[config.mk]
export PLATFORM = sky130hd
export DESIGN_NAME = fp_pipe
export DESIGN_NICKNAME = d
export VERILOG_FILES = /design/src/fp_pkg.sv /design/src/fp_align_stage.sv /design/src/fp_combine_stage.sv /design/src/fp_normalize_stage.sv /design/src/fp_pipe.sv
export VERILOG_INCLUDE_DIRS = /design/src /design/src/src
export SDC_FILE = /design/constraint.sdc
export NUM_CORES = 2
export LEC_CHECK = 0
export ABC_AREA = 1
export BUFFER_PORTS_ARGS = -buffer_cell sky130_fd_sc_hd__buf_2
export CAP_MARGIN = 20
export CORE_ASPECT_RATIO = 2
export CORE_UTILIZATION = 56
export CTS_CLUSTER_DIAMETER = 150
export DETAILED_ROUTE_END_ITERATION = 10
export PLACE_DENSITY = 0.76
export SETUP_SLACK_MARGIN = 0.2
export SLEW_MARGIN = 20
export SYNTH_ARGS = -nofsm -noshare
export SYNTH_HDL_FRONTEND = slang
export SYNTH_HIERARCHICAL = 1
export SYNTH_SLANG_ARGS = --single-unit
[constraint.sdc]
create_clock -name clk -period 6.6 [get_ports clk]
set_clock_uncertainty 0.2 [all_clocks]
set_input_delay 1.98 -clock clk [delete_from_list [all_inputs] [get_ports clk]]
set_output_delay 1.98 -clock clk [all_outputs]
set_load 0.1 [all_outputs]
[src/fp_consts.svh]
// Format widths, bias, special result words and shift limits for the binary32 pipeline; include where needed
`ifndef FP_CONSTS_SVH
`define FP_CONSTS_SVH

// IEEE 754 binary32 field widths
`define FP_EXP_WIDTH 8
`define FP_SIG_WIDTH 23
`define FP_BIAS 127

// Result words for invalid operations
`define FP_CANON_NAN 32'h7fc00000
`define FP_FTOI_INVALID 32'h80000000

// Alignment of the smaller addend
`define FP_ALIGN_MAX 27
`define FP_GUARD_BITS 3

// Thread number width of the issuing core
`define THREAD_IDX_WIDTH 2

`endif

[src/fp_pkg.sv]
// Shared types for the floating point pipeline; imported by every stage and the top level
`default_nettype none

`include "fp_consts.svh"

package fp_pkg;

	typedef enum logic [1:0]
	{
		FP_ADD,
		FP_SUB,
		FP_MUL,
		FP_FTOI
	} fp_op_t;

	typedef struct packed
	{
		logic sign;
		logic [`FP_EXP_WIDTH - 1:0] exponent;
		logic [`FP_SIG_WIDTH - 1:0] significand;
	} float32_t;

	// One data word, read as a float or as a two's complement integer
	typedef union packed
	{
		float32_t fp;
		logic [31:0] raw;
	} fp_word_u;

	typedef logic [`THREAD_IDX_WIDTH - 1:0] thread_idx_t;

	typedef struct packed
	{
		logic valid;
		fp_op_t op;
		thread_idx_t thread;
		fp_word_u operand1;
		fp_word_u operand2;
	} fp_issue_t;

	// Stage 1 to stage 2
	typedef struct packed
	{
		logic valid;
		fp_op_t op;
		thread_idx_t thread;
		logic result_is_nan;
		logic result_is_inf;
		logic [`FP_SIG_WIDTH:0] significand_le;
		logic [`FP_SIG_WIDTH:0] significand_se;
		logic [5:0] align_shift;
		logic [4:0] ftoi_lshift;
		logic [`FP_EXP_WIDTH - 1:0] add_exponent;
		logic logical_subtract;
		logic add_sign;
		logic signed [9:0] mul_exponent;
		logic mul_sign;
	} fp_fx1_t;

	// Stage 2 to stage 3, leading one expected at bit 46 of the magnitude
	typedef struct packed
	{
		logic valid;
		fp_op_t op;
		thread_idx_t thread;
		logic nan;
		logic inf;
		logic [2 * `FP_SIG_WIDTH + 1:0] magnitude;
		logic signed [9:0] exponent;
		logic sign;
	} fp_fx2_t;

	typedef struct packed
	{
		logic valid;
		thread_idx_t thread;
		fp_word_u value;
	} fp_result_t;

endpackage

`default_nettype wire

[src/fp_align_stage.sv]
// Stage 1 of the FP pipeline: classifies and sorts operands, computes shifts and drops rolled-back ops
`timescale 1ns/1ps
`default_nettype none

`include "fp_consts.svh"

module fp_align_stage(
	input logic clk,
	input logic reset,
	input fp_pkg::fp_issue_t issue,
	input logic rollback_en,
	input fp_pkg::thread_idx_t rollback_thread,
	output fp_pkg::fp_fx1_t fx1);

	import fp_pkg::*;

	// Exponent at which the significand LSB has weight one
	localparam logic [`FP_EXP_WIDTH - 1:0] FTOI_POINT_EXP = 8'(`FP_BIAS + `FP_SIG_WIDTH);
	// Smallest exponent that no longer fits a signed 32-bit integer
	localparam logic [`FP_EXP_WIDTH - 1:0] FTOI_LIMIT_EXP = 8'(`FP_BIAS + 31);
	localparam logic [`FP_EXP_WIDTH - 1:0] EXP_MAX = '1;

	float32_t fop1;
	float32_t fop2;
	logic [`FP_SIG_WIDTH:0] full_sig1;
	logic [`FP_SIG_WIDTH:0] full_sig2;
	logic fop1_is_zero;
	logic fop2_is_zero;
	logic fop1_is_inf;
	logic fop2_is_inf;
	logic fop1_is_nan;
	logic fop2_is_nan;
	logic is_sub;
	logic is_mul;
	logic is_ftoi;
	logic op1_is_larger;
	logic [`FP_EXP_WIDTH - 1:0] exp_difference;
	logic logical_subtract;
	logic exact_cancel;
	logic result_is_nan;
	logic [5:0] ftoi_rshift;
	logic [4:0] ftoi_lshift;
	logic signed [9:0] mul_exponent;
	fp_fx1_t fx1_nxt;

	assign fop1 = issue.operand1.fp;
	assign fop2 = issue.operand2.fp;
	assign is_sub = issue.op == FP_SUB;
	assign is_mul = issue.op == FP_MUL;
	assign is_ftoi = issue.op == FP_FTOI;

	// Subnormals count as zero, so no hidden bit and no fraction
	assign fop1_is_zero = fop1.exponent == '0;
	assign fop2_is_zero = fop2.exponent == '0;
	assign full_sig1 = fop1_is_zero ? '0 : {1'b1, fop1.significand};
	assign full_sig2 = fop2_is_zero ? '0 : {1'b1, fop2.significand};

	assign fop1_is_inf = fop1.exponent == EXP_MAX && fop1.significand == '0;
	assign fop2_is_inf = fop2.exponent == EXP_MAX && fop2.significand == '0;
	assign fop1_is_nan = fop1.exponent == EXP_MAX && fop1.significand != '0;
	assign fop2_is_nan = fop2.exponent == EXP_MAX && fop2.significand != '0;

	// Effective operation after signs and opcode
	assign logical_subtract = fop1.sign ^ fop2.sign ^ is_sub;

	// Equal magnitudes cancel to +0
	assign exact_cancel = !is_mul && !is_ftoi && logical_subtract
		&& fop1.exponent == fop2.exponent && full_sig1 == full_sig2;

	// Ties keep operand1 in the larger lane
	assign op1_is_larger = fop1.exponent > fop2.exponent
		|| (fop1.exponent == fop2.exponent && full_sig1 >= full_sig2);
	assign exp_difference = op1_is_larger ? fop1.exponent - fop2.exponent
		: fop2.exponent - fop1.exponent;

	// Biased product exponent, sign bit catches underflow
	assign mul_exponent = 10'(fop1.exponent) + 10'(fop2.exponent) - 10'(`FP_BIAS);

	always_comb
	begin
		if (is_mul)
			result_is_nan = fop1_is_nan || fop2_is_nan
				|| (fop1_is_inf && fop2_is_zero) || (fop2_is_inf && fop1_is_zero);
		else if (is_ftoi)
			result_is_nan = fop2_is_nan || fop2_is_inf || fop2.exponent >= FTOI_LIMIT_EXP;
		else
			result_is_nan = fop1_is_nan || fop2_is_nan
				|| (fop1_is_inf && fop2_is_inf && logical_subtract);
	end

	// Float-to-int source is operand2, shifted so the binary point sits at bit 0
	always_comb
	begin
		if (fop2.exponent < 8'(`FP_BIAS))
		begin
			// Below one, shift every bit out
			ftoi_rshift = 6'(`FP_SIG_WIDTH + 1);
			ftoi_lshift = '0;
		end
		else if (fop2.exponent <= FTOI_POINT_EXP)
		begin
			ftoi_rshift = 6'(FTOI_POINT_EXP - fop2.exponent);
			ftoi_lshift = '0;
		end
		else
		begin
			ftoi_rshift = '0;
			ftoi_lshift = 5'(fop2.exponent - FTOI_POINT_EXP);
		end
	end

	always_comb
	begin
		fx1_nxt.valid = issue.valid && !(rollback_en && rollback_thread == issue.thread);
		fx1_nxt.op = issue.op;
		fx1_nxt.thread = issue.thread;
		fx1_nxt.result_is_nan = result_is_nan;
		fx1_nxt.result_is_inf = !is_ftoi && !result_is_nan && (fop1_is_inf || fop2_is_inf);
		fx1_nxt.ftoi_lshift = ftoi_lshift;
		fx1_nxt.logical_subtract = logical_subtract;
		fx1_nxt.mul_exponent = mul_exponent;
		fx1_nxt.mul_sign = fop1.sign ^ fop2.sign;

		if (is_ftoi)
		begin
			// Integer conversion runs down the smaller lane alone
			fx1_nxt.significand_le = '0;
			fx1_nxt.significand_se = full_sig2;
			fx1_nxt.add_exponent = fop2.exponent;
			fx1_nxt.add_sign = fop2.sign;
			fx1_nxt.align_shift = ftoi_rshift;
		end
		else
		begin
			if (op1_is_larger)
			begin
				fx1_nxt.significand_le = full_sig1;
				fx1_nxt.significand_se = full_sig2;
				fx1_nxt.add_exponent = fop1.exponent;
				fx1_nxt.add_sign = fop1.sign;
			end
			else
			begin
				fx1_nxt.significand_le = full_sig2;
				fx1_nxt.significand_se = full_sig1;
				fx1_nxt.add_exponent = fop2.exponent;
				fx1_nxt.add_sign = fop2.sign ^ is_sub;
			end

			// Past 27 the guard bits are gone too
			fx1_nxt.align_shift = exp_difference > 8'(`FP_ALIGN_MAX) ? 6'(`FP_ALIGN_MAX)
				: 6'(exp_difference);

			if (exact_cancel)
				fx1_nxt.add_sign = 1'b0;
		end
	end

	always_ff @(posedge clk, posedge reset)
	begin
		if (reset)
			fx1.valid <= 1'b0;
		else
			fx1 <= fx1_nxt;
	end

	// Shift range seen by stage 2
	assert property (@(posedge clk) disable iff (reset)
		fx1.valid |-> fx1.align_shift <= 6'(`FP_ALIGN_MAX));

	assert property (@(posedge clk) disable iff (reset) !$isunknown(fx1.valid));

endmodule

`default_nettype wire

[src/fp_combine_stage.sv]
// Stage 2 of the FP pipeline: aligns and adds significands, multiplies, or shifts float-to-int values
`timescale 1ns/1ps
`default_nettype none

`include "fp_consts.svh"

module fp_combine_stage(
	input logic clk,
	input logic reset,
	input fp_pkg::fp_fx1_t fx1,
	output fp_pkg::fp_fx2_t fx2);

	import fp_pkg::*;

	// Hidden bit, fraction and guard bits
	localparam int ADD_WIDTH = `FP_SIG_WIDTH + 1 + `FP_GUARD_BITS;
	localparam int MAG_WIDTH = 2 * (`FP_SIG_WIDTH + 1);
	// Puts the sum's hidden bit where the product's sits
	localparam int ADD_PAD = MAG_WIDTH - ADD_WIDTH - 1;

	logic [ADD_WIDTH - 1:0] le_ext;
	logic [ADD_WIDTH - 1:0] se_aligned;
	logic [ADD_WIDTH:0] add_sum;
	logic [MAG_WIDTH - 1:0] product;
	logic [MAG_WIDTH - 1:0] ftoi_mag;
	fp_fx2_t fx2_nxt;

	assign le_ext = {fx1.significand_le, {`FP_GUARD_BITS{1'b0}}};

	// Bits below the guard bits are lost here
	assign se_aligned = {fx1.significand_se, {`FP_GUARD_BITS{1'b0}}} >> fx1.align_shift;

	// Larger lane always wins, so the difference never goes negative
	assign add_sum = fx1.logical_subtract ? {1'b0, le_ext} - {1'b0, se_aligned}
		: {1'b0, le_ext} + {1'b0, se_aligned};

	assign product = MAG_WIDTH'(fx1.significand_le) * MAG_WIDTH'(fx1.significand_se);

	// Drop the fraction, then scale up large values
	assign ftoi_mag = (MAG_WIDTH'(fx1.significand_se) >> fx1.align_shift) << fx1.ftoi_lshift;

	always_comb
	begin
		fx2_nxt.valid = fx1.valid;
		fx2_nxt.op = fx1.op;
		fx2_nxt.thread = fx1.thread;
		fx2_nxt.nan = fx1.result_is_nan;
		fx2_nxt.inf = fx1.result_is_inf;

		case (fx1.op)
			FP_MUL:
			begin
				fx2_nxt.magnitude = product;
				fx2_nxt.exponent = fx1.mul_exponent;
				fx2_nxt.sign = fx1.mul_sign;
			end

			FP_FTOI:
			begin
				// Integer sits in the low word, exponent unused
				fx2_nxt.magnitude = ftoi_mag;
				fx2_nxt.exponent = '0;
				fx2_nxt.sign = fx1.add_sign;
			end

			default:
			begin
				fx2_nxt.magnitude = {add_sum, {ADD_PAD{1'b0}}};
				fx2_nxt.exponent = 10'(fx1.add_exponent);
				fx2_nxt.sign = fx1.add_sign;
			end
		endcase
	end

	always_ff @(posedge clk, posedge reset)
	begin
		if (reset)
			fx2.valid <= 1'b0;
		else
			fx2 <= fx2_nxt;
	end

endmodule

`default_nettype wire

[src/fp_normalize_stage.sv]
// Stage 3 of the FP pipeline: normalizes, handles special cases and packs the result word
`timescale 1ns/1ps
`default_nettype none

`include "fp_consts.svh"

module fp_normalize_stage(
	input logic clk,
	input logic reset,
	input fp_pkg::fp_fx2_t fx2,
	output fp_pkg::fp_result_t result);

	import fp_pkg::*;

	localparam int MAG_WIDTH = 2 * (`FP_SIG_WIDTH + 1);
	localparam logic [`FP_EXP_WIDTH - 1:0] EXP_MAX = '1;

	logic [5:0] lz_count;
	logic [MAG_WIDTH - 1:0] normalized;
	logic signed [9:0] norm_exponent;
	logic exp_overflow;
	logic exp_underflow;
	logic mag_is_zero;
	logic [31:0] ftoi_value;
	fp_word_u word_nxt;

	// Leading zero count, full width when the magnitude is zero
	always_comb
	begin
		lz_count = 6'(MAG_WIDTH);
		for (int i = 0; i < MAG_WIDTH; i++)
		begin
			if (fx2.magnitude[i])
				lz_count = 6'(MAG_WIDTH - 1 - i);
		end
	end

	// Leading one moves to the top bit
	assign normalized = fx2.magnitude << lz_count;

	// Exponent is referenced to bit 46, one below the top
	assign norm_exponent = fx2.exponent + 10'sd1 - $signed({4'b0, lz_count});

	assign exp_overflow = norm_exponent >= $signed(10'(EXP_MAX));
	assign exp_underflow = norm_exponent <= 10'sd0;
	assign mag_is_zero = fx2.magnitude == '0;

	// Two's complement for negative integers
	assign ftoi_value = fx2.sign ? -fx2.magnitude[31:0] : fx2.magnitude[31:0];

	always_comb
	begin
		word_nxt.raw = '0;

		if (fx2.op == FP_FTOI)
			word_nxt.raw = fx2.nan ? `FP_FTOI_INVALID : ftoi_value;
		else if (fx2.nan)
			word_nxt.raw = `FP_CANON_NAN;
		else
		begin
			word_nxt.fp.sign = fx2.sign;
			if (fx2.inf)
				word_nxt.fp.exponent = EXP_MAX;
			else if (mag_is_zero || exp_underflow)
			begin
				// Signed zero, already cleared
			end
			else if (exp_overflow)
				word_nxt.fp.exponent = EXP_MAX;
			else
			begin
				// Truncate everything below the kept fraction
				word_nxt.fp.exponent = norm_exponent[`FP_EXP_WIDTH - 1:0];
				word_nxt.fp.significand = normalized[MAG_WIDTH - 2 -: `FP_SIG_WIDTH];
			end
		end
	end

	always_ff @(posedge clk, posedge reset)
	begin
		if (reset)
			result.valid <= 1'b0;
		else
		begin
			result.valid <= fx2.valid;
			result.thread <= fx2.thread;
			result.value <= word_nxt;
		end
	end

	// A finite nonzero float result came from a properly normalized magnitude
	assert property (@(posedge clk) disable iff (reset)
		result.valid && $past(fx2.op) != FP_FTOI && result.value.fp.exponent != '0
			&& result.value.fp.exponent != EXP_MAX |-> $past(normalized[MAG_WIDTH - 1]));

endmodule

`default_nettype wire

[src/fp_pipe.sv]
// Top level of the three-stage FP pipeline; issue in, result out three cycles later
`timescale 1ns/1ps
`default_nettype none

module fp_pipe(
	input logic clk,
	input logic reset,
	input fp_pkg::fp_issue_t issue,
	input logic rollback_en,
	input fp_pkg::thread_idx_t rollback_thread,
	output fp_pkg::fp_result_t result);

	import fp_pkg::*;

	fp_fx1_t fx1;
	fp_fx2_t fx2;

	// Classify, sort and squash
	fp_align_stage fp_align_stage_inst(
		.clk(clk),
		.reset(reset),
		.issue(issue),
		.rollback_en(rollback_en),
		.rollback_thread(rollback_thread),
		.fx1(fx1));

	// Add, multiply or integer shift
	fp_combine_stage fp_combine_stage_inst(
		.clk(clk),
		.reset(reset),
		.fx1(fx1),
		.fx2(fx2));

	// Normalize and pack
	fp_normalize_stage fp_normalize_stage_inst(
		.clk(clk),
		.reset(reset),
		.fx2(fx2),
		.result(result));

endmodule

`default_nettype wire

==> results.md, run 1 <==
- Status: aborted with a tool error
- Failed at: global routing
- Error msg: [ERROR GRT-0116] Global routing finished with congestion. Check the congestion regions in the DRC Viewer.
- Hold_buf cts: 0
- Gate Count Post-Synth: 5813
- Post-synthesis sequential area ratio: 13.8%
- Die height: 384 um
- Syn Nets: 6675
- Number of flops mapped to enable cells by yosys: 185
- Distinct cells, synth: 73
- Largest net degree at the start of global routing: 53
- Yosys warns: 6
- I/O pin cnt: 109
- Post-Syn Area: 40800 sq um
- CTS Sinks: 188
- Placer congestion estimate: 1.24
- Ys async rst share: 1.60%
- H-tree levels: 4
- TritonCTS Buffers: 17
- FP Rows: 139
- Input/output buffers: 108
- DP HPWL: 157 mm
- FF+latch count, synth: 188
- Global-route wire length before repair: 406 mm
- Clock Tree Buf Depth: 2
- Post-Syn Area per Cell: 7.02 sq um
- Vias in the first global route: 55.2k
- Global route total overflow: 983
- Gr usage total: 73.2%
- Clock root buffer: clkbuf_16
- Initial Utilization: 56.7%
- Most used DFF post-synth: edfxtp_1
- Dpl ws: -794 ps
- Die W: 193 um
==> metrics by stage <==
step / cell area, sq um / TNS, ps / instances
4_1_cts: 49200 / -5940 / 7213
3_5_place_dp: 45600 / -25820 / 7083
3_3_place_gp: 45600 / -27260 / 7083
2_1_floorplan: 41200 / 0 / 5813
==> cells by family after synthesis <==
| logic type | Yosys count | synth area share [%] |
|---|---|---|
| compound gates | 628 | 9.47 |
| xor+xnor | 59 | 1.27 |
| fa+ha+maj | 788 | 33.1 |
| buf+inv | 1531 | 14.7 |
| flops | 188 | 13.8 |
| simple gates | 2619 | 27.7 |
==> timing repair <==
item	in CTS
buffers inserted	93
pin swaps	257
gates resized for setup	597
setup endpoints to repair	60
gates cloned	5
==> cells in the mapped netlist (all sizes together) (3+ instances only) <==
master	n	area, sq um
nand2	1501	5740
inv	1246	4680
nand3	697	3660
fa	487	9750
ha	301	3770
nor2	287	1110
a21oi	224	1140
o21ai	210	1100
edfxtp	185	5560
clkbuf	176	662
buf	94	599
nor3	47	240
xor2	44	385
nand4	40	250
o21bai	25	210
o22ai	25	275
o31ai	22	170
nor4	21	138
a21o	16	120
a31oi	16	100
o211ai	16	130
o21a	16	120
o32ai	16	140
clkinv	15	61.3
or2	15	93.9
xnor2	15	131
a21boi	10	78.8
a22o	9	78.8
and3	6	37.5
a211oi	5	37.5
o2111ai	4	41.3
and2	3	18.8
dfrtp	3	75.1
o221ai	3	26.3
o311ai	3	26.3
==> per-layer routing <==
metal / global-route usage, % / overflow
met5: 18.0 / 1
met4: 75.3 / 372
met3: 52.9 / 11
met2: 95.2 / 599
met1: 70.8 / 0
==> run 2, diff against run 1 <==
--- a/config.mk
+++ b/config.mk
@@ -9,12 +9,9 @@
 export ABC_AREA = 1
 export BUFFER_PORTS_ARGS = -buffer_cell sky130_fd_sc_hd__buf_2
 export CAP_MARGIN = 20
-export CORE_ASPECT_RATIO = 2
-export CORE_UTILIZATION = 56
-export CTS_CLUSTER_DIAMETER = 150
+export CORE_UTILIZATION = 40
 export DETAILED_ROUTE_END_ITERATION = 10
-export PLACE_DENSITY = 0.76
-export SETUP_SLACK_MARGIN = 0.2
+export PLACE_DENSITY_LB_ADDON = 0.15
 export SLEW_MARGIN = 20
 export SYNTH_ARGS = -nofsm -noshare
 export SYNTH_HDL_FRONTEND = slang
==> constraint.sdc (replaced) <==
create_clock -name clk -period 8.6 [get_ports clk]
set_clock_uncertainty 0.2 [all_clocks]
set_input_delay 2.58 -clock clk [delete_from_list [all_inputs] [get_ports clk]]
set_output_delay 2.58 -clock clk [all_outputs]
set_load 0.1 [all_outputs]
==> results.md, run 2 <==
- Setup CP Type: flip-flop to flip-flop
- Commonest non-fill, non-tap cells in the layout: nand2_1 (1475), inv_1 (1218), nand3_1 (663)
- Iteration-0 DRC Markers: 3506
- FP Rows: 116 (-17%)
- Buffers plus inverters on the worst setup path: 8
- Post-Syn Area per Cell: 7.02 sq um (unchanged)
- Routed vias: 37.9k
- Die area: 103000 sq um
- Number of flops mapped to enable cells by yosys: 185 (unchanged)
- Vias in the first global route: 37.4k
- Setup TNS: 0 ps
- Most common cell after layout, fill and taps aside: nand2_1
- TritonCTS Buffers: 17 (unchanged)
- Hold_buf cts: 0 (unchanged)
- Fmax: 0.126 GHz
- Crit path required time: 8590 ps
- Largest fanout on the critical path: 15
- Die W: 322 um (+67%)
- Post-Syn Area: 40800 sq um (unchanged)
- Global-route wire length before repair: 229 mm
- Minimum clock period: 7960 ps
- Gate Count Post-Synth: 5813 (unchanged)
- Most frequent CP cell: fa_1
- Critical path's slowest cell: edfxtp_1
- H-tree levels: 4 (unchanged)
- CP max stage delay: 930 ps
- Critical path capture point type: flip-flop
- Share of cells above drive strength 1: 7.50%
- Max reg flops: 87
- DP HPWL: 125 mm (-20%)
- Largest net degree at the start of global routing: 65
- Syn Nets: 6675 (unchanged)
- Input/output buffers: 108 (unchanged)
- Post-synthesis sequential area ratio: 13.8% (unchanged)
- Avg WL per Cell: 20.9 um
- FF+latch count, synth: 188 (unchanged)
- # nets final: 6672
- Cell family with most CP delay: adder cells
- Synth top cells by count: nand2_1 (1475), inv_1 (1221), nand3_1 (663)
- Critical Path Start Type: flip-flop
- Top flop regs: fp_align_stage_inst/fx1 (87), fp_combine_stage_inst/fx2 (66), fp_normalize_stage_inst/result (35)
- Final setup viols: 0
- Cell taking the most area after synthesis: fa_1
- Global route total overflow: 0
- Clock Tree Buf Depth: 2 (unchanged)
- Gr usage total: 29.3%
- Placer congestion estimate: 0.988 (-20%)
- Clock root buffer: clkbuf_16
- Non-Filler Instances: 7182
- RSZ-0062 raised after global routing: no
- Final Cycle Share: 92.5%
- Yosys warns: 6 (unchanged)
- Final hold violations: 0
- Ys async rst share: 1.60% (unchanged)
- Register name with the most flops: fp_align_stage_inst/fx1
- Post-CTS sizing: 0 (-100%)
- Worst EP arrival: 7950 ps
- Worst Hold Class: flip-flop to flip-flop
- Core area: 101000 sq um
- Final Slew Violations: 0
- Yosys top cell area share: 23.9% (unchanged)
- Status: completed
- Clk_lat worst skew: 530 ps
- DRT Pass-1 Iters: 6
- Die height: 322 um (-16%)
- Ranking of synthesized cells by area: fa_1 (24%), edfxtp_1 (14%), nand2_1 (14%)
- CTS Sinks: 188 (unchanged)
- Cell with the most instances after synthesis: nand2_1
- Post-Route WL: 150 mm
- Hold_ws: 165 ps
- Initial Utilization: 40.6% (-16 points)
- Worst-Margin Slew: 1190 ps
- Number of remaining DRC errors: 0
- # Post-CTS Setup Buffers: 0 (-100%)
- Reg2Reg Setup Slack: 640 ps
- Via density: 5.28
- Syn-to-layout area delta: 6.64%
- Distinct cells, synth: 73 (unchanged)
- Most used DFF post-synth: edfxtp_1
- Reported max-cap violation count: 0
- Routed Antenna Nets: 0
- Max_slew headroom: 20.9%
- CTS tree: done
- I/O pin cnt: 109 (unchanged)
- Initial antenna violation count: 3
- Clk slew on worst S/H paths: 90 ps
- CP cell instances: buf_4 > nand2_1 > inv_1 > fa_1 > fa_1 > inv_1 > fa_1 > fa_1 > inv_1 > fa_1 > fa_1 > inv_1 > fa_1 > inv_1 > ha_1 > a21oi_1 > o21ai_0 > o21ai_0 > nand3_1 > a21oi_1 > inv_1 > o21ai_0 > buf_4 > nand4_1
- Placed Cells incl. Taps: 7148 (+0.92%)
==> run 2: area by class of cell <==
| cell class | count | area (sq um) |
|---|---|---|
| timing repair buffer | 248 | 1630 |
| clock inverter | 14 | 180 |
| inverter | 1261 | 4740 |
| clock buffer | 18 | 429 |
| fill | 10700 | 57000 |
| sequential | 188 | 5630 |
| antenna | 2 | 5.00 |
| multi-input combinational | 4094 | 29200 |
| tap | 1357 | 1700 |
==> run 2: path summary, 6_finish.rpt <==
path                                                   from                                 end  depth (start not counted)
worst max-delay path            fp_align_stage_inst/fx1[39]       fp_combine_stage_inst/fx2[37]                         24
worst min-delay path            fp_align_stage_inst/fx1[86]       fp_combine_stage_inst/fx2[65]                          0
worst max register to register  fp_align_stage_inst/fx1[39]       fp_combine_stage_inst/fx2[37]                         24
worst min register to register  fp_align_stage_inst/fx1[86]       fp_combine_stage_inst/fx2[65]                          0
max in group asynchronous                             reset  fp_normalize_stage_inst/result[34]                          3
min in group asynchronous                             reset       fp_combine_stage_inst/fx2[65]                          2
==> run 2: stage by stage <==
step | worst slack [ps] | utilization (%) | area (sq um)
2_1_floorplan | 1840 | - | 40800
3_3_place_gp | 645 | 42.7 | 42900
3_5_place_dp | 691 | 42.7 | 42900
4_1_cts | 691 | 43.3 | 43500
5_1_grt | 314 | 43.3 | 43500
6_report | 641 | 43.3 | 43500
==> run 2: logic make-up (layout without fill, tap and decap cells) <==
| kind of cell | Yosys count | after routing | share of synthesized area (%) |
|---|---|---|---|
| xor+xnor | 59 | 59 | 1.27 |
| other cells | 0 | 2 | 0 |
| fa+ha+maj | 788 | 788 | 33.1 |
| compound gates | 628 | 628 | 9.47 |
| flops | 188 | 188 | 13.8 |
| simple gates | 2619 | 2619 | 27.7 |
| buf+inv | 1531 | 1541 | 14.7 |
==> run 2: layer usage <==
metal / track usage [%] / wire, um / vias to the layer above
met4: 9.60 / 5000 / 2
li1: - / - / 18100
met2: 47.5 / 68800 / 1280
met5: 0 / 17 / -
met3: 3.45 / 8510 / 186
met1: 40.6 / 67600 / 18300
==> run 2: worst register-to-register path, cell delays in order (launching register included) <==
cell	delay (ps)
edfxtp_1	930
buf_4	360
nand2_1	70
inv_1	80
fa_1	440
fa_1	510
inv_1	50
fa_1	490
fa_1	540
inv_1	60
fa_1	460
fa_1	540
inv_1	50
fa_1	550
inv_1	50
ha_1	360
a21oi_1	260
o21ai_0	190
o21ai_0	310
nand3_1	160
a21oi_1	180
inv_1	110
o21ai_0	310
buf_4	200
nand4_1	160
Power of run 2 is not shown: default switching activity piles up to over one toggle a cycle in this logic, so the estimate is an artifact.
